$ cat config.mk
export PLATFORM = sky130hd
export DESIGN_NAME = drop_game
export DESIGN_NICKNAME = d
export VERILOG_FILES = /design/src/game_pkg.sv /design/src/ball_mover.sv /design/src/drop_ctrl.sv /design/src/drop_game.sv /design/src/slot_store.sv
export SDC_FILE = /design/constraint.sdc
export NUM_CORES = 1
export LEC_CHECK = 0
export BUFFER_PORTS_ARGS = -buffer_cell sky130_fd_sc_hd__clkbuf_2
export CORE_MARGIN = 2
export CORE_UTILIZATION = 55
export DETAILED_ROUTE_END_ITERATION = 8
export PLACE_DENSITY = 0.83
export SLEW_MARGIN = 40
export SYNTH_ARGS = -nofsm -noshare
export SYNTH_HDL_FRONTEND = slang
export SYNTH_SLANG_ARGS = --single-unit
$ cat constraint.sdc
create_clock -name clk -period 8.5 [get_ports clk]
set_clock_uncertainty 0.1 [all_clocks]
set_input_delay 0.85 -clock clk [delete_from_list [all_inputs] [get_ports clk]]
set_output_delay 0.85 -clock clk [all_outputs]
set_load 0.02 [all_outputs]
$ cat src/game_pkg.sv
`default_nettype none

package game_pkg;

    // Pixel coordinate or ball size.
    typedef logic [11:0] coord_t;

    // Ball counter, holds 0 to num_balls.
    typedef logic [3:0] count_t;

    localparam int num_balls = 10;

    // Play field edges in pixels.
    localparam coord_t left_bound  = 12'd100;
    localparam coord_t right_bound = 12'd240;
    localparam coord_t up_bound    = 12'd20;
    localparam coord_t floor_y     = 12'd240;

    typedef enum logic [1:0] {
        st_select,   // Ball at the top, player moves it.
        st_falling,  // Ball drops toward the floor.
        st_landed    // One cycle, advance to the next ball.
    } game_state_e;

    // Size of each ball, by ball index.
    localparam coord_t ball_size_table [num_balls] = '{
        12'd15,
        12'd10,
        12'd15,
        12'd20,
        12'd5,
        12'd10,
        12'd15,
        12'd20,
        12'd10,
        12'd15
    };

endpackage

`default_nettype wire

$ cat src/ball_mover.sv
`default_nettype none

module ball_mover #(
    parameter game_pkg::coord_t fall_step = 12'd3,
    parameter game_pkg::coord_t start_x   = 12'd170
) (
    input  logic                  clk,
    input  logic                  rst,
    input  logic                  left,
    input  logic                  right,
    input  game_pkg::game_state_e state,
    input  game_pkg::coord_t      ball_size,
    output game_pkg::coord_t      x_pos,
    output game_pkg::coord_t      y_pos,
    output logic                  at_floor
);
    import game_pkg::*;

    coord_t top_y;
    coord_t rest_y;
    coord_t min_x;
    coord_t max_x;

    assign top_y  = up_bound - ball_size;
    assign rest_y = floor_y - ball_size;       // Resting height on the floor.
    assign min_x  = left_bound + ball_size;
    assign max_x  = right_bound - ball_size;

    assign at_floor = (y_pos == rest_y);

    always_ff @(posedge clk) begin
        if (rst) begin
            x_pos <= start_x;
            y_pos <= top_y;
        end else begin
            case (state)
                st_select: begin
                    y_pos <= top_y;
                    if (left) begin
                        if (x_pos != min_x) begin
                            x_pos <= x_pos - 1'b1;
                        end
                    end else if (right) begin
                        if (x_pos != max_x) begin
                            x_pos <= x_pos + 1'b1;
                        end
                    end
                end
                st_falling: begin
                    if (y_pos + fall_step >= rest_y) begin
                        y_pos <= rest_y;           // Clamp on the floor.
                    end else begin
                        y_pos <= y_pos + fall_step;
                    end
                end
                default: begin
                    x_pos <= start_x;              // New ball at the start column.
                    y_pos <= top_y;
                end
            endcase
        end
    end

    // Also holds across the size change when the next ball appears.
    y_above_floor: assert property (
        @(posedge clk) disable iff (rst)
        y_pos <= rest_y
    ) else $error("ball fell through the floor");

endmodule

`default_nettype wire

$ cat src/drop_ctrl.sv
`default_nettype none

module drop_ctrl (
    input  logic                  clk,
    input  logic                  rst,
    input  logic                  drop,
    input  logic                  at_floor,
    output game_pkg::game_state_e state,
    output game_pkg::count_t      ball_index,
    output game_pkg::coord_t      ball_size,
    output logic                  slot_we,
    output logic                  finish
);
    import game_pkg::*;

    count_t      count;
    game_state_e state_next;

    assign finish     = (count == count_t'(num_balls));
    assign slot_we    = !finish;                       // Store follows the live ball.
    assign ball_index = count;

    // No ball in play once all have landed.
    always_comb begin
        if (finish) begin
            ball_size = '0;
        end else begin
            ball_size = ball_size_table[count];
        end
    end

    always_comb begin
        case (state)
            st_select: begin
                if (drop && !finish) begin             // Drops after the game are ignored.
                    state_next = st_falling;
                end else begin
                    state_next = st_select;
                end
            end
            st_falling: begin
                if (at_floor) begin
                    state_next = st_landed;
                end else begin
                    state_next = st_falling;
                end
            end
            st_landed: begin
                state_next = st_select;
            end
            default: begin
                state_next = st_select;
            end
        endcase
    end

    always_ff @(posedge clk) begin
        if (rst) begin
            state <= st_select;
            count <= '0;
        end else begin
            state <= state_next;
            if (state == st_landed) begin
                count <= count + 1'b1;                 // Next ball.
            end
        end
    end

    count_in_range: assert property (
        @(posedge clk) disable iff (rst)
        count <= count_t'(num_balls)
    ) else $error("ball counter passed num_balls");

    landed_one_cycle: assert property (
        @(posedge clk) disable iff (rst)
        state == st_landed |=> state != st_landed
    ) else $error("st_landed held for two cycles");

endmodule

`default_nettype wire

$ cat src/drop_game.sv
`default_nettype none

module drop_game #(
    parameter game_pkg::coord_t fall_step = 12'd3,
    parameter game_pkg::coord_t start_x   = 12'd170
) (
    input  logic             clk,
    input  logic             rst,
    input  logic             drop,
    input  logic             left,
    input  logic             right,
    output game_pkg::coord_t slot_x [game_pkg::num_balls],
    output game_pkg::coord_t slot_y [game_pkg::num_balls],
    output game_pkg::coord_t slot_s [game_pkg::num_balls],
    output game_pkg::count_t ball_count,
    output logic             finish
);
    import game_pkg::*;

    game_state_e state;
    coord_t      ball_size;
    coord_t      x_pos;
    coord_t      y_pos;
    logic        slot_we;
    logic        at_floor;

    // The ball counter doubles as the slot index.
    drop_ctrl i_drop_ctrl (
        .clk        (clk),
        .rst        (rst),
        .drop       (drop),
        .at_floor   (at_floor),
        .state      (state),
        .ball_index (ball_count),
        .ball_size  (ball_size),
        .slot_we    (slot_we),
        .finish     (finish)
    );

    ball_mover #(
        .fall_step (fall_step),
        .start_x   (start_x)
    ) i_ball_mover (
        .clk       (clk),
        .rst       (rst),
        .left      (left),
        .right     (right),
        .state     (state),
        .ball_size (ball_size),
        .x_pos     (x_pos),
        .y_pos     (y_pos),
        .at_floor  (at_floor)
    );

    slot_store i_slot_store (
        .clk        (clk),
        .rst        (rst),
        .slot_we    (slot_we),
        .ball_index (ball_count),
        .x_pos      (x_pos),
        .y_pos      (y_pos),
        .ball_size  (ball_size),
        .slot_x     (slot_x),
        .slot_y     (slot_y),
        .slot_s     (slot_s)
    );

endmodule

`default_nettype wire

$ cat src/slot_store.sv
`default_nettype none

module slot_store (
    input  logic             clk,
    input  logic             rst,
    input  logic             slot_we,
    input  game_pkg::count_t ball_index,
    input  game_pkg::coord_t x_pos,
    input  game_pkg::coord_t y_pos,
    input  game_pkg::coord_t ball_size,
    output game_pkg::coord_t slot_x [game_pkg::num_balls],
    output game_pkg::coord_t slot_y [game_pkg::num_balls],
    output game_pkg::coord_t slot_s [game_pkg::num_balls]
);
    import game_pkg::*;

    always_ff @(posedge clk) begin
        if (rst) begin
            for (int i = 0; i < num_balls; i++) begin
                slot_x[i] <= '0;
                slot_y[i] <= '0;
                slot_s[i] <= '0;
            end
        end else if (slot_we) begin
            slot_x[ball_index] <= x_pos;       // Tracks the live ball every cycle.
            slot_y[ball_index] <= y_pos;
            slot_s[ball_index] <= ball_size;
        end
    end

    // The controller must stop writing once the last slot is used.
    index_valid: assert property (
        @(posedge clk) disable iff (rst)
        slot_we |-> ball_index < count_t'(num_balls)
    ) else $error("slot write past the last ball");

endmodule

`default_nettype wire
Word-level counts from Yosys, hierarchy flattened

Memories as Yosys holds them, arrays and structs flattened.
Index checks and enable logic that the tools add are counted.

Reduce and logical (&&, ||, !) cells: 5
Bitwise logic cells: 2
Magnitude comparators: 3
Multiplexer cells: 19
$add $sub $neg: 7
Equality and inequality tests: 9

Operator list:

| cell                                                        | number |
|---|---|
| bitwise mux 120 bit                                         | 3 |
| 2-to-1 mux 12 bit                                           | 11 |
| demux 12 bit (select 4 bit)                                 | 1 |
| inequality test 12 bit                                      | 2 |
| case mux 12 bit (2 select lines)                            | 1 |
| adder 12 x 1 -> 12 bit (second input constant)              | 1 |
| adder 12 x 2 -> 12 bit (second input constant)              | 1 |
| adder 7 x 12 -> 12 bit (first input constant)               | 1 |
| equality test 12 bit                                        | 1 |
| greater-or-equal comparator 12 bit                          | 1 |
| subtractor 12 x 1 -> 12 bit (second input constant)         | 1 |
| subtractor 5 x 12 -> 12 bit (first input constant)          | 1 |
| subtractor 8 x 12 -> 12 bit (first input constant)          | 1 |
| inequality test 3 x 2 -> 1 bit (second input constant)      | 2 |
| greater-or-equal comparator 5 bit (second input constant)   | 1 |
| less-than comparator 5 x 1 -> 1 bit (second input constant) | 1 |
| NOT 4 -> 5 bit                                              | 1 |
| adder 4 x 1 -> 4 bit (second input constant)                | 1 |
| equality test 4 bit (second input constant)                 | 1 |
| case mux 2 bit (2 select lines)                             | 1 |
| AND reduction 4 bit                                         | 1 |
| inequality test 3 bit (second input constant)               | 1 |
| equality test 2 x 1 -> 1 bit (second input constant)        | 1 |
| equality test 2 bit (second input constant)                 | 1 |
| 6 further kinds                                             | 7 |

Memories: 1
Bits in registers: 390
Input bits: 5
Memory bits (read-only): 192
Word-level logic and storage cells: 80

Memory list:

| name            | depth | bits a word | rd ports | clocked after Yosys merged registers in | write ports | RTL line        | text |
|---|---|---|---|---|---|---|---|
| (no name shown) | 16    | 12          | 1        | 0                                       | 0           | drop_ctrl.sv:28 | `ball_size = ball_size_table[count];` |

Logic depth before layout (Yosys ltp)

Gate-level depths: netlist of run 1.

Depth in word-level cells: 11
Mapped depth: 18
Gate-level depth less buffers: 15

Cells and area by module

From an unflattened synthesis of run 1, not the netlist that was laid out.

Cells, all modules: 1712
Area, all modules: 17669.4 um^2

By module, submodules not included:

| module     | area an instance (um^2) | times used | cells an instance | sequential area each (um^2) |
|---|---|---|---|---|
| slot_store | 14122.3                 | 1          | 1253              | 7206.9 |
| ball_mover | 3140.5                  | 1          | 412               | 480.5 |
| drop_ctrl  | 406.6                   | 1          | 47                | 120.1 |

Least setup slack after synthesis of run 1

Ideal clock, no wire load.

Path kind: register -> register
Start: register i_drop_ctrl.count[0], in the netlist i_drop_ctrl.ball_index[0]
End: register i_ball_mover.y_pos[5]
Period minus slack after synthesis: 4007 ps
Data required time: 8280 ps
Arrival time: 3787 ps
Library setup time: 120 ps
Cell stages (with the launch flop): 18
Path slack: 4493 ps
Path buffers: 2
Cell sequence: dfxtp_1 buf_4 inv_1 ha_1 inv_1 a21o_4 o21a_1 buf_2 ha_1 nand2_1 a2111oi_1 a221oi_4 ha_1 o211ai_1 o21a_1 o21ai_2 nor3b_1 a211o_1

Cells in the longest elaborated chain, start to end: 10
Elaborated cells on any way between the ends: 12
Classes of those cells: add/sub (2); order compare (1); eq/ne (1); mux (6); bitwise (1); memory (1)

RTL lines:

| item                                                  | RTL line         | text |
|---|---|---|
| from (decl)                                           | drop_ctrl.sv:16  | `count_t count;` |
| from (signal assigned)                                | drop_ctrl.sv:64  | `count <= count + 1'b1;` |
| from (signal assigned)                                | drop_ctrl.sv:71  | `count <= count_t'(num_balls)` |
| NOT 4 -> 5 bit (implied by the code)                  | drop_ctrl.sv:28  |  |
| memory (16 x 12 bit)                                  | --               |  |
| 2-to-1 mux 12 bit (implied by the code) (2 in series) | drop_ctrl.sv:28  |  |
| 2-to-1 mux 12 bit (*)                                 | drop_ctrl.sv:25  | `if (finish) begin` |
| subtractor 8 x 12 -> 12 bit                           | ball_mover.sv:25 | `assign rest_y = floor_y - ball_size;` |
| greater-or-equal comparator 12 bit                    | ball_mover.sv:50 | `if (y_pos + fall_step >= rest_y) begin` |
| 2-to-1 mux 12 bit                                     | ball_mover.sv:50 |  |
| 2-to-1 mux 12 bit                                     | ball_mover.sv:36 | `case (state)` |
| 2-to-1 mux 12 bit (*)                                 | ball_mover.sv:32 | `if (rst) begin` |
| to (signal assigned)                                  | ball_mover.sv:34 | `y_pos <= top_y;` |
| to (signal assigned)                                  | ball_mover.sv:38 | `y_pos <= top_y;` |
| to (signal assigned)                                  | ball_mover.sv:51 | `y_pos <= rest_y;` |
| to (decl)                                             | ball_mover.sv:14 | `output game_pkg::coord_t y_pos,` |

Mark *: on every way between the ends. The rest lies on a longest branch, timed or not. The select of a mux whose other input is x is not followed.
A chain may end at the register's enable or synchronous reset.

Final worst setup path of run 1

Ends and elaborated chain as after synthesis.

==> metrics.md, run 1 <==
| Metric | Value |
|---|---|
| Status | `finished clean` |
| Setup violations, final | `0` |
| Worst path most repeated cell | `ha_1` |
| Die Ht | `157 um` |
| Seq/Total Area, Yosys | `0.479` |
| CP Buf/Inv Count | `0` |
| Syn. warnings | `0` |
| GRT Util Overall | `0.298` |
| Final Util | `0.650` |
| Final worst slack | `approximately 3800 ps` |
| Critical path class | `reg2reg` |
| Hold Fails Final Rpt | `0` |
| Synth area leaders | `dfxtp_1 48%, nand2_1 15%, a21oi_1 10%, buf_4 4.8%, clkbuf_1 3.0%` |
| Synth cell count leaders | `526 x nand2_1, 310 x dfxtp_1, 263 x a21oi_1` |
| Die Wd | `157 um` |
| Min Clock Period, post-route | `4700 ps` |
| F_max | `213 MHz` |
| Power Internal | `approximately 2.3 mW` |
| Initial drt markers | `~900` |
| Tcrit/Tclk final | `0.553` |
| Max Slew Vio Count | `0` |
| Slowest CP cell | `dfxtp_1` |
| Startpoint types | `register` |
| Yosys reg bits | `310` |
| Routed Wire Length | `38.4 mm` |
| Static Leakage | `between 6 and 7 nW` |
| Worst Setup Slack post-DPL | `3880 ps` |
| Num CTS Buffers | `31` |
| Unrepaired setup endpoints after global routing | `false` |
| Switching Power | `0.769 mW` |
| Worst hold slack | `352 ps` |
| Crit-path cells | `ha_1, nor2b_4, a21o_4, o21a_1, ha_1, nand2_1, a2111oi_1, a221oi_4, ha_1, o211ai_1, o21a_1, o21ai_2, nor3b_1, a211o_1` |
| FFs w/ async S/R, synth | `0` |
| # DRC | `0` |
| Fillers | `1,946` |
| VDD IR max | `approximately 170 uV` |
| Critical path required time | `a little under 9000 ps` |
| Synth Area per Inst | `7.99 um2` |
| Top cell family by delay on the critical path | `compound AO/OA/AOI/OAI gates` |
| First-pass GRT wire length | `58.1 mm` |
| Postcts setup bufs | `0` |
| Root Buffer | `clkbuf_16` |
| Reg-to-reg slack, setup | `3800 ps` |
| Core area | `23,300 um2` |
| Placed wire-length estimate | `25.9 mm` |
| Via count | `11.7k` |
| Initial antenna violation count | `0` |
| DIE AREA | `24,800 um2` |
| Synthesized cell area | `13,000 um2` |
| Vias in the first global route | `around 11k` |
| CTS tree | `yes` |
| Overall Power | `3.06 mW` |
| Clk sinks | `310` |
| Vias per Instance | `5.39` |
| Slew HR | `0.436` |
| Post-CTS sizing | `0` |
| # IOs | `370` |
| DP Area | `~14,000 um2` |
| Global route overflow | `0` |
| Yosys cell types | `65` |
| Switching share of power | `0.251` |
| Inserted Diodes | `0` |
| Top FF cell, synth | `dfxtp_1` |
| Routed Antenna Nets | `0` |
| Largest net degree at the start of global routing | `114` |
| Worst min path class | `reg2reg` |
| Post-Synthesis Cells | `~1.6k` |
| Count leader, synth | `nand2_1` |
| CP Data Arrival Time | `5040 ps` |
| H-tree depth | `1` |
| Max_cap viols | `0` |
| Power Dens Cells | `around 200 nW/um2` |
| Syn-to-layout area delta | `16.8%` |
| Fraction of layout cells with a size suffix above 1 | `0.218` |
| Initial Util | `0.557` |
| Post-cts hold buffer count | `0` |
| Pin slew with the least headroom to its limit | `844 ps` |
| Clock power frac | `0.429` |
| CP Max Fanout | `16` |
| Top cell type's share of synthesized area | `0.479` |
| Port Buf Inserts | `299` |
| CP endpoint kind | `register` |
| CTS max path bufs | `3` |
| Clk_lat worst skew | `550 ps` |
| Area leader, netlist | `dfxtp_1` |
| Sequential share of power | `0.504` |
| Number of flops mapped to enable cells by yosys | `0` |
| Site Rows | `56` |
| Slowest Stage Delay on Critical Path | `710 ps` |
| Clk slew on worst S/H paths | `60 ps` |
| Placed cells | `2,112` |
| Final nets | `1,860` |
| Finished Cell Area | `15,100 um2` |
| RePlAce Congestion | `0.904` |
| Layout Cells excl Fill | `2,169` |
| Post-route setup TNS | `0 ps` |
| Drt pass-1 iters | `6` |
| WL/cell | `17.7 um` |
| Comb power frac | `0.067` |
-- final cells by class --
type	instances	area, um2	area share
Sequential cell	310	6210	0.410
Clock buffer	42	877	0.0580
Clock inverter	15	113	0.00744
Multi-Input combinational cell	1155	5870	0.388
Tap cell	319	399	0.0264
Timing Repair Buffer	309	1590	0.105
Inverter	19	71.3	0.00471
-- per-layer routing --
metal / share of wire / wire length (um) / global-route usage / vias to the layer above
li1: - / - / - / 5542
met1: 0.40 / 15300 / 0.366 / 5454
met2: 0.46 / 17800 / 0.500 / 589
met3: 0.088 / 3390 / 0.0586 / 112
met4: 0.050 / 1920 / 0.148 / 0
met5: 0 / 0 / 0 / -
-- cells by family (layout without fill, tap and decap cells) --
group                      Yosys count  count (layout)  synth area share
and+or+nand+nor                    668             668             0.214
AOI/OAI and AO/OA                  337             337             0.149
DFF                                310             310             0.479
buffers and inverters              225             385            0.0908
xor gates and xnor gates            36              36            0.0267
adders and majority gates           29              29            0.0286
muxes                               15              15            0.0118
other                                1              70          0.000289
-- cell usage in the layout (no fill, tap or decap), types with 10 or more instances in the layout --
master	instances
a211oi_1	24
a21oi_1	263
clkbuf_16	31
clkbuf_2	298
clkinv_2	10
conb_1	70
dfxtp_1	308
ha_1	28
inv_1	19
mux2i_1	13
nand2_1	517
nor2_1	60
nor3_1	11
o21ai_0	12
xnor2_1	19
xor2_1	13
-- power groups by stage --
stage                     clock network (mW)  logic [mW]  registers, mW
final                                   1.31       0.205           1.54
after global routing                    1.39       0.225           1.55
after detailed placement                   0       0.201           1.57
after global placement                     0       0.196           1.57
after CTS                               1.33       0.202           1.54
after floorplan                            0       0.205           1.53
-- worst register-to-register path: stages, from the launching register on --
cell	delay, ps
dfxtp_1	710
ha_1	510
nor2b_4	230
a21o_4	130
o21a_1	380
ha_1	410
nand2_1	100
a2111oi_1	560
a221oi_4	120
ha_1	320
o211ai_1	80
o21a_1	190
o21ai_2	360
nor3b_1	90
a211o_1	280
-- registers in the layout, indices dropped and copies added (netlist names) --
register                count
i_slot_store.slot_x       120
i_slot_store.slot_y       120
i_slot_store.slot_s        40
i_ball_mover.x_pos         12
i_ball_mover.y_pos         12
i_drop_ctrl.ball_index      4
i_drop_ctrl.state           2
-- worst paths after layout --
path                                                              from                                    to  depth (start not counted)
worst max-delay path            i_drop_ctrl.ball_index[0]$_SDFFE_PP0N_         i_ball_mover.y_pos[5]$_DFF_P_                         14
worst min-delay path              i_slot_store.slot_y[60]$_SDFFE_PP0P_  i_slot_store.slot_y[60]$_SDFFE_PP0P_                          2
worst max register to register  i_drop_ctrl.ball_index[0]$_SDFFE_PP0N_         i_ball_mover.y_pos[5]$_DFF_P_                         14
worst min register to register    i_slot_store.slot_y[60]$_SDFFE_PP0P_  i_slot_store.slot_y[60]$_SDFFE_PP0P_                          2
Note: power is estimated with default switching activity, not from simulation.
==> inputs of run 2 (changes only) <==
- CORE_UTILIZATION: 55 -> 52
- PLACE_DENSITY: 0.83 -> 0.79
- clock period: 8.5 -> 4.8 ns (I/O delays scaled with it)
==> run 2 against run 1 <==
Via count fell by 0.25%. Global-route usage decreased by 0.99 points. Cell area is 1.1% higher. Combinational power grew 81%. Worst hold slack lost 98 ps. Maximum frequency is 9.2% higher. Clock-buffer cell count increased by 6. Critical path depth unchanged. Sequential power grew 77%. Wire length up 1.7%. Utilization is 2.4 points lower. Clock power is 98% higher. Largest power group unchanged.
==> metrics.md, run 2 (synthesized netlist as in run 1, its figures left out) <==
| Metric | Value |
|---|---|
| Area of the multi-input gates | `5870 um2 (unchanged)` |
| Die Wd | `162 um (+2.8%)` |
| Max_cap viols | `0 (unchanged)` |
| # IOs | `370 (unchanged)` |
| Power Internal | `4.26 mW (+86%)` |
| Root Buffer | `clkbuf_16` |
| Finished Cell Area | `15,300 um2 (+1.1%)` |
| Largest net degree at the start of global routing | `113 (-0.88%)` |
| CP Max Fanout | `10 (-6)` |
| H-tree depth | `2 (+1)` |
| Post-cts hold buffer count | `0 (unchanged)` |
| Site Rows | `57 (+1.8%)` |
| Initial Util | `0.531 (-0.0258)` |
| Critical path required time | `5100 ps (-3740 ps)` |
| Post-CTS sizing | `0 (unchanged)` |
| Most frequent cells in the layout | `517 x nand2_1, 309 x dfxtp_1, 298 x clkbuf_2` |
| RePlAce Congestion | `0.876 (-3.1%)` |
| Static Leakage | `6.23 nW (+1.2%)` |
| First-pass GRT wire length | `60.2 mm (+3.5%)` |
| Power Dens Cells | `372 nW/um2 (+84%)` |
| Setup violations, final | `0 (unchanged)` |
| Vias in the first global route | `11.1k (+2.3%)` |
| Sequential share of power | `0.479 (-0.025)` |
| Inserted Diodes | `0 (unchanged)` |
| Core area | `24,400 um2 (+4.9%)` |
| Fillers | `2,118 (+8.8%)` |
| Post-route setup TNS | `0 ps (unchanged)` |
| Fraction of layout cells with a size suffix above 1 | `0.221 (+0.00241)` |
| Clk_lat worst skew | `510 ps (-40 ps)` |
| Reg area | `6210 um2 (about the same)` |
| Global route overflow | `0 (unchanged)` |
| Crit path launch | `i_drop_ctrl.ball_index[1]$_SDFFE_PP0N_` |
| F_max | `232 MHz (+9.2%)` |
| Drt pass-1 iters | `7 (+1)` |
| Final nets | `1,866 (+0.32%)` |
| DP Area | `14,200 um2 (+0.20%)` |
| Switching share of power | `0.251 (about the same)` |
| VDD IR max | `283 uV (+65%)` |
| Slowest Stage Delay on Critical Path | `610 ps (-100 ps)` |
| Die Ht | `162 um (+2.8%)` |
| Hold path startpoint | `drop` |
| Tcrit/Tclk final | `0.896 (+0.343)` |
| Worst min path class | `in2reg` |
| Commonest non-fill, non-tap cell in the layout | `nand2_1` |
| Final Util | `0.627 (-0.0235)` |
| Port Buf Inserts | `299 (unchanged)` |
| CTS max path bufs | `3 (unchanged)` |
| Routed Antenna Nets | `0 (unchanged)` |
| Initial drt markers | `1,069 (+22%)` |
| Num CTS Buffers | `34 (+9.7%)` |
| Crit-path cells | `ha_1, nor2b_4, a21o_4, o21a_1, ha_1, nand2_1, a2111oi_1, a221oi_4, ha_1, o211ai_1, o21a_1, o21ai_2, nor3b_1, a211o_1` |
| Slowest CP cell | `a2111oi_1` |
| Critical path class | `reg2reg` |
| WL/cell | `17.9 um (+1.1%)` |
| Postcts setup bufs | `0 (unchanged)` |
| Slew HR | `0.439 (+0.00232)` |
| Max Slew Vio Count | `0 (unchanged)` |
| Unrepaired setup endpoints after global routing | `false` |
| Routed Wire Length | `39.0 mm (+1.7%)` |
| Clk sinks | `310 (unchanged)` |
| Overall Power | `5.69 mW (+86%)` |
| Largest regs | `i_slot_store.slot_x x120, i_slot_store.slot_y x120, i_slot_store.slot_s x40` |
| CP endpoint kind | `register` |
| Hold Fails Final Rpt | `0 (unchanged)` |
| Startpoint types | `register` |
| # DRC | `0 (unchanged)` |
| Clock power frac | `0.455 (+0.026)` |
| CTS tree | `yes` |
| Switching Power | `1.43 mW (+86%)` |
| Clk slew on worst S/H paths | `60 ps (about the same)` |
| Via count | `11.7k (-0.25%)` |
| Syn-to-layout area delta | `18.0%` |
| Status | `finished clean` |
| Comb power frac | `0.065 (-0.002)` |
| Reg2reg start | `i_drop_ctrl.ball_index[1]$_SDFFE_PP0N_` |
| DIE AREA | `26,200 um2 (+5.6%)` |
| CP Data Arrival Time | `4600 ps (-440 ps)` |
| Vias per Instance | `5.35 (-0.80%)` |
| GRT Util Overall | `0.288 (-0.00992)` |
| Placed wire-length estimate | `26.3 mm (+1.7%)` |
| Initial antenna violation count | `0 (unchanged)` |
| Pin slew with the least headroom to its limit | `841 ps (-3.48 ps)` |
| Worst path most repeated cell | `ha_1` |
| Min Clock Period, post-route | `4300 ps (-397 ps)` |
## run 2: critical path: cells and delay by family, from the launching register on
family	cells	cell delay (ps)
compound gates	8	2120
fa+ha+maj	3	1130
simple gates	3	420
flops	1	410
## run 2: area by class of cell
class,count,area share
inverter,19,0.00466
clock buffer,48,0.0657
clock inverter,13,0.00769
timing repair buffer,312,0.105
sequential,310,0.406
multi-input combinational,1155,0.384
tap,324,0.0265
## run 2: path summary, 6_finish.rpt
path / end / slack, ps / depth (start not counted)
worst max-delay path: i_ball_mover.y_pos[5]$_DFF_P_ / 500 / 14
worst min-delay path: i_drop_ctrl.state[0]$_SDFF_PP0_ / 250 / 3
worst max register to register: i_ball_mover.y_pos[5]$_DFF_P_ / 500 / 14
worst min register to register: i_slot_store.slot_x[73]$_SDFFE_PP0P_ / 350 / 2
## run 2: power by group through the flow
stage                     logic, mW  registers [mW]  clock network (mW)
after floorplan               0.363            2.71                   0
after global placement        0.356            2.78                   0
after detailed placement      0.366            2.78                   0
after CTS                     0.368            2.72                2.61
after global routing          0.410            2.73                2.72
final                         0.372            2.73                2.59
## run 2: metrics by stage
| step | hold slack (ps) | instances | worst slack [ps] |
|---|---|---|---|
| 6_report | 254 | 2181 | 499 |
| 5_1_grt | 246 | 2181 | 249 |
| 4_1_cts | 245 | 2181 | 546 |
| 3_5_place_dp | 346 | 2120 | 574 |
| 3_3_place_gp | 341 | 2120 | 772 |
| 2_1_floorplan | 377 | 1690 | 793 |
## run 2: per-layer routing
metal,track usage,part of all wire,up-vias
met5,0,0,-
met4,0.118,0.039,0
met3,0.0539,0.081,101
met2,0.496,0.48,552
met1,0.356,0.40,5466
li1,-,-,5549
==> inputs of run 3 (changes only) <==
==> constraint.sdc (replaced) <==
create_clock -name clk -period 4.8 [get_ports clk]
set_clock_uncertainty 0.1 [all_clocks]
set_input_delay 0 -clock clk [delete_from_list [all_inputs] [get_ports clk]]
set_output_delay 0 -clock clk [all_outputs]
set_load 0.02 [all_outputs]
==> run 3 against run 2 <==
Clock-buffer cell count down 3. Critical path depth unchanged. Register-to-register slack better by 220 ps. Cell area up 0.12%. Maximum frequency up 5.3%. Combinational power up 2%. Sequential share of layout area about the same. Wire length about the same. Worst setup slack better by 220 ps. Sequential power about the same.
==> metrics.md, run 3 (synthesized netlist as in run 1, its figures left out) <==
| Metric | Value |
|---|---|
| Slowest CP cell | `a2111oi_1` |
| Post-CTS sizing | `0 (unchanged)` |
| Startpoint types | `register` |
| Reg-to-reg slack, setup | `710 ps (+220 ps)` |
| # DRC | `0 (unchanged)` |
| Worst path most repeated cell | `ha_1` |
| Die Ht | `162 um (unchanged)` |
| Final Util | `0.628 (+0.000770)` |
| H-tree depth | `2 (unchanged)` |
| Vias per Instance | `5.34 (-0.27%)` |
| RePlAce Congestion | `0.846 (-3.4%)` |
| CP Data Arrival Time | `4390 ps (-210 ps)` |
| Min Clock Period, post-route | `4090 ps (-215 ps)` |
| Placed wire-length estimate | `26.3 mm (+0.19%)` |
| Unrepaired setup endpoints after global routing | `false` |
| F_max | `245 MHz (+5.3%)` |
| First-pass GRT wire length | `59.0 mm (-1.9%)` |
| Hold Fails Final Rpt | `0 (unchanged)` |
| Largest regs | `i_slot_store.slot_x x120, i_slot_store.slot_y x120, i_slot_store.slot_s x40` |
| Crit-path cells | `inv_1, ha_1, nand2b_4, a21oi_4, ha_1, nand2_1, a2111oi_1, a221oi_4, ha_1, o211ai_1, o21a_1, o21ai_2, nor3b_1, a211o_1` |
| Routed Wire Length | `39.0 mm (about the same)` |
| Critical path class | `reg2reg` |
| Clock power frac | `0.453 (-0.002)` |
| Top cell family by delay on the critical path | `compound AO/OA/AOI/OAI gates` |
| Drt pass-1 iters | `5 (-2)` |
| Initial antenna violation count | `0 (unchanged)` |
| Sequential share of power | `0.479 (about the same)` |
| Setup violations, final | `0 (unchanged)` |
| Initial drt markers | `958 (-10%)` |
| VDD IR max | `274 uV (-3.1%)` |
| Fillers | `2,154 (+1.7%)` |
| Worst min path class | `in2reg` |
| Critical path required time | `5100 ps (about the same)` |
| Clk_lat worst skew | `520 ps (about the same)` |
| Comb power frac | `0.067 (+0.002)` |
| Most frequent cells in the layout | `517 x nand2_1, 309 x dfxtp_1, 298 x clkbuf_2` |
| Post-cts hold buffer count | `2 (+2)` |
| Switching share of power | `0.253 (+0.00224)` |
| Largest net degree at the start of global routing | `118 (+4.4%)` |
| DIE AREA | `26,200 um2 (unchanged)` |
| Reg area | `6210 um2 (unchanged)` |
| Site Rows | `57 (unchanged)` |
| Tcrit/Tclk final | `0.851 (-0.0448)` |
| CP endpoint kind | `register` |
| Switching Power | `1.44 mW (+0.52%)` |
| Area of the multi-input gates | `5870 um2 (unchanged)` |
| Core area | `24,400 um2 (unchanged)` |
| Power Dens Cells | `370 nW/um2 (-0.49%)` |
| Pin slew with the least headroom to its limit | `879 ps (+38.7 ps)` |
| Inserted Diodes | `0 (unchanged)` |
| Root Buffer | `clkbuf_16` |
| Port Buf Inserts | `299 (unchanged)` |
| Syn-to-layout area delta | `18.2%` |
| GRT Util Overall | `0.285 (-0.00347)` |
| WL/cell | `17.9 um (-0.22%)` |
| CTS max path bufs | `3 (unchanged)` |
| # IOs | `370 (unchanged)` |
| CTS tree | `yes` |
| Num CTS Buffers | `34 (unchanged)` |
| Slew HR | `0.413 (-0.0259)` |
| Power Internal | `4.23 mW (-0.66%)` |
| Post-route setup TNS | `0 ps (unchanged)` |
| Final nets | `1,870 (+0.21%)` |
| Worst hold slack | `130 ps (-124 ps)` |
| Commonest non-fill, non-tap cell in the layout | `nand2_1` |
| Clk sinks | `310 (unchanged)` |
| Initial Util | `0.531 (unchanged)` |
| Max_cap viols | `0 (unchanged)` |
| Vias in the first global route | `11.0k (-1.1%)` |
| Clk slew on worst S/H paths | `60 ps (about the same)` |
| Status | `finished clean` |
| Fraction of layout cells with a size suffix above 1 | `0.220 (-0.000593)` |
| Slowest Stage Delay on Critical Path | `560 ps (-50 ps)` |
| Global route overflow | `0 (unchanged)` |
| Routed Antenna Nets | `0 (unchanged)` |
| CP Buf/Inv Count | `1 (+1)` |
| Postcts setup bufs | `0 (unchanged)` |
| Via count | `11.7k (-0.043%)` |
| Die Wd | `162 um (unchanged)` |
| Static Leakage | `6.22 nW (-0.18%)` |
| CP Max Fanout | `10 (unchanged)` |
| Max Slew Vio Count | `0 (unchanged)` |
==> run 3: cell types whose count changed in the layout (fill, tap and decap cells not counted), moves of 2 or more <==
cell           previous run  this run
buf_4                    11        14
clkbuf_1                  5         8
clkbuf_8                  8         2
clkinv_8                  0         2
clkinvlp_4                2         6
dlygate4sd3_1             0         2
==> run 3: path summary, 6_finish.rpt <==
| path | cells after the start | start | to |
|---|---|---|---|
| max | 14 | i_drop_ctrl.ball_index[0]$_SDFFE_PP0N_ | i_ball_mover.y_pos[5]$_DFF_P_ |
| min | 7 | right | i_ball_mover.x_pos[11]$_SDFFE_PP0P_ |
| max reg2reg | 14 | i_drop_ctrl.ball_index[0]$_SDFFE_PP0N_ | i_ball_mover.y_pos[5]$_DFF_P_ |
| min reg2reg | 2 | i_slot_store.slot_y[33]$_SDFFE_PP0P_ | i_slot_store.slot_y[33]$_SDFFE_PP0P_ |
==> run 3: metal layers <==
metal | global-route usage | vias to the layer above | routed length [um]
li1 | - | 5564 | -
met1 | 0.346 | 5476 | 15900
met2 | 0.480 | 511 | 18300
met3 | 0.0580 | 112 | 2990
met4 | 0.144 | 0 | 1920
met5 | 0 | - | 0
==> run 3: metrics by stage <==
stage	total power, mW	cell area [um2]	worst slack [ps]	std cells
6_report	5.67	15300	714	2186
5_1_grt	5.84	15300	470	2186
4_1_cts	5.69	15300	748	2186
3_5_place_dp	3.15	14200	779	2122
3_3_place_gp	3.14	14100	929	2122
2_1_floorplan	3.07	13200	793	1690
==> run 3: layout make-up <==
cell class | instances | share of cell area
clock inverters | 17 | 0.0115
clock buffers | 45 | 0.0610
inverters | 19 | 0.00466
multi-input cells | 1155 | 0.384
repair buffers | 316 | 0.107
flip-flops and latches | 310 | 0.406
well taps | 324 | 0.0265
==> run 3: power groups by stage <==
| stage | sequential (mW) | clock (mW) | combinational (mW) |
|---|---|---|---|
| floorplan | 2.71 | 0 | 0.363 |
| finish | 2.72 | 2.57 | 0.381 |
| global placement | 2.77 | 0 | 0.366 |
| CTS | 2.71 | 2.60 | 0.378 |
| global route | 2.72 | 2.71 | 0.417 |
| detailed placement | 2.77 | 0 | 0.375 |
==> run 3: worst reg2reg max path, cell delays in order, from the launching register on <==
cell and delay, ps:
dfxtp_1 360, inv_1 140, ha_1 420, nand2b_4 140, a21oi_4 350, ha_1 410, nand2_1 100, a2111oi_1 560
a221oi_4 120, ha_1 320, o211ai_1 80, o21a_1 190, o21ai_2 330, nor3b_1 100, a211o_1 280
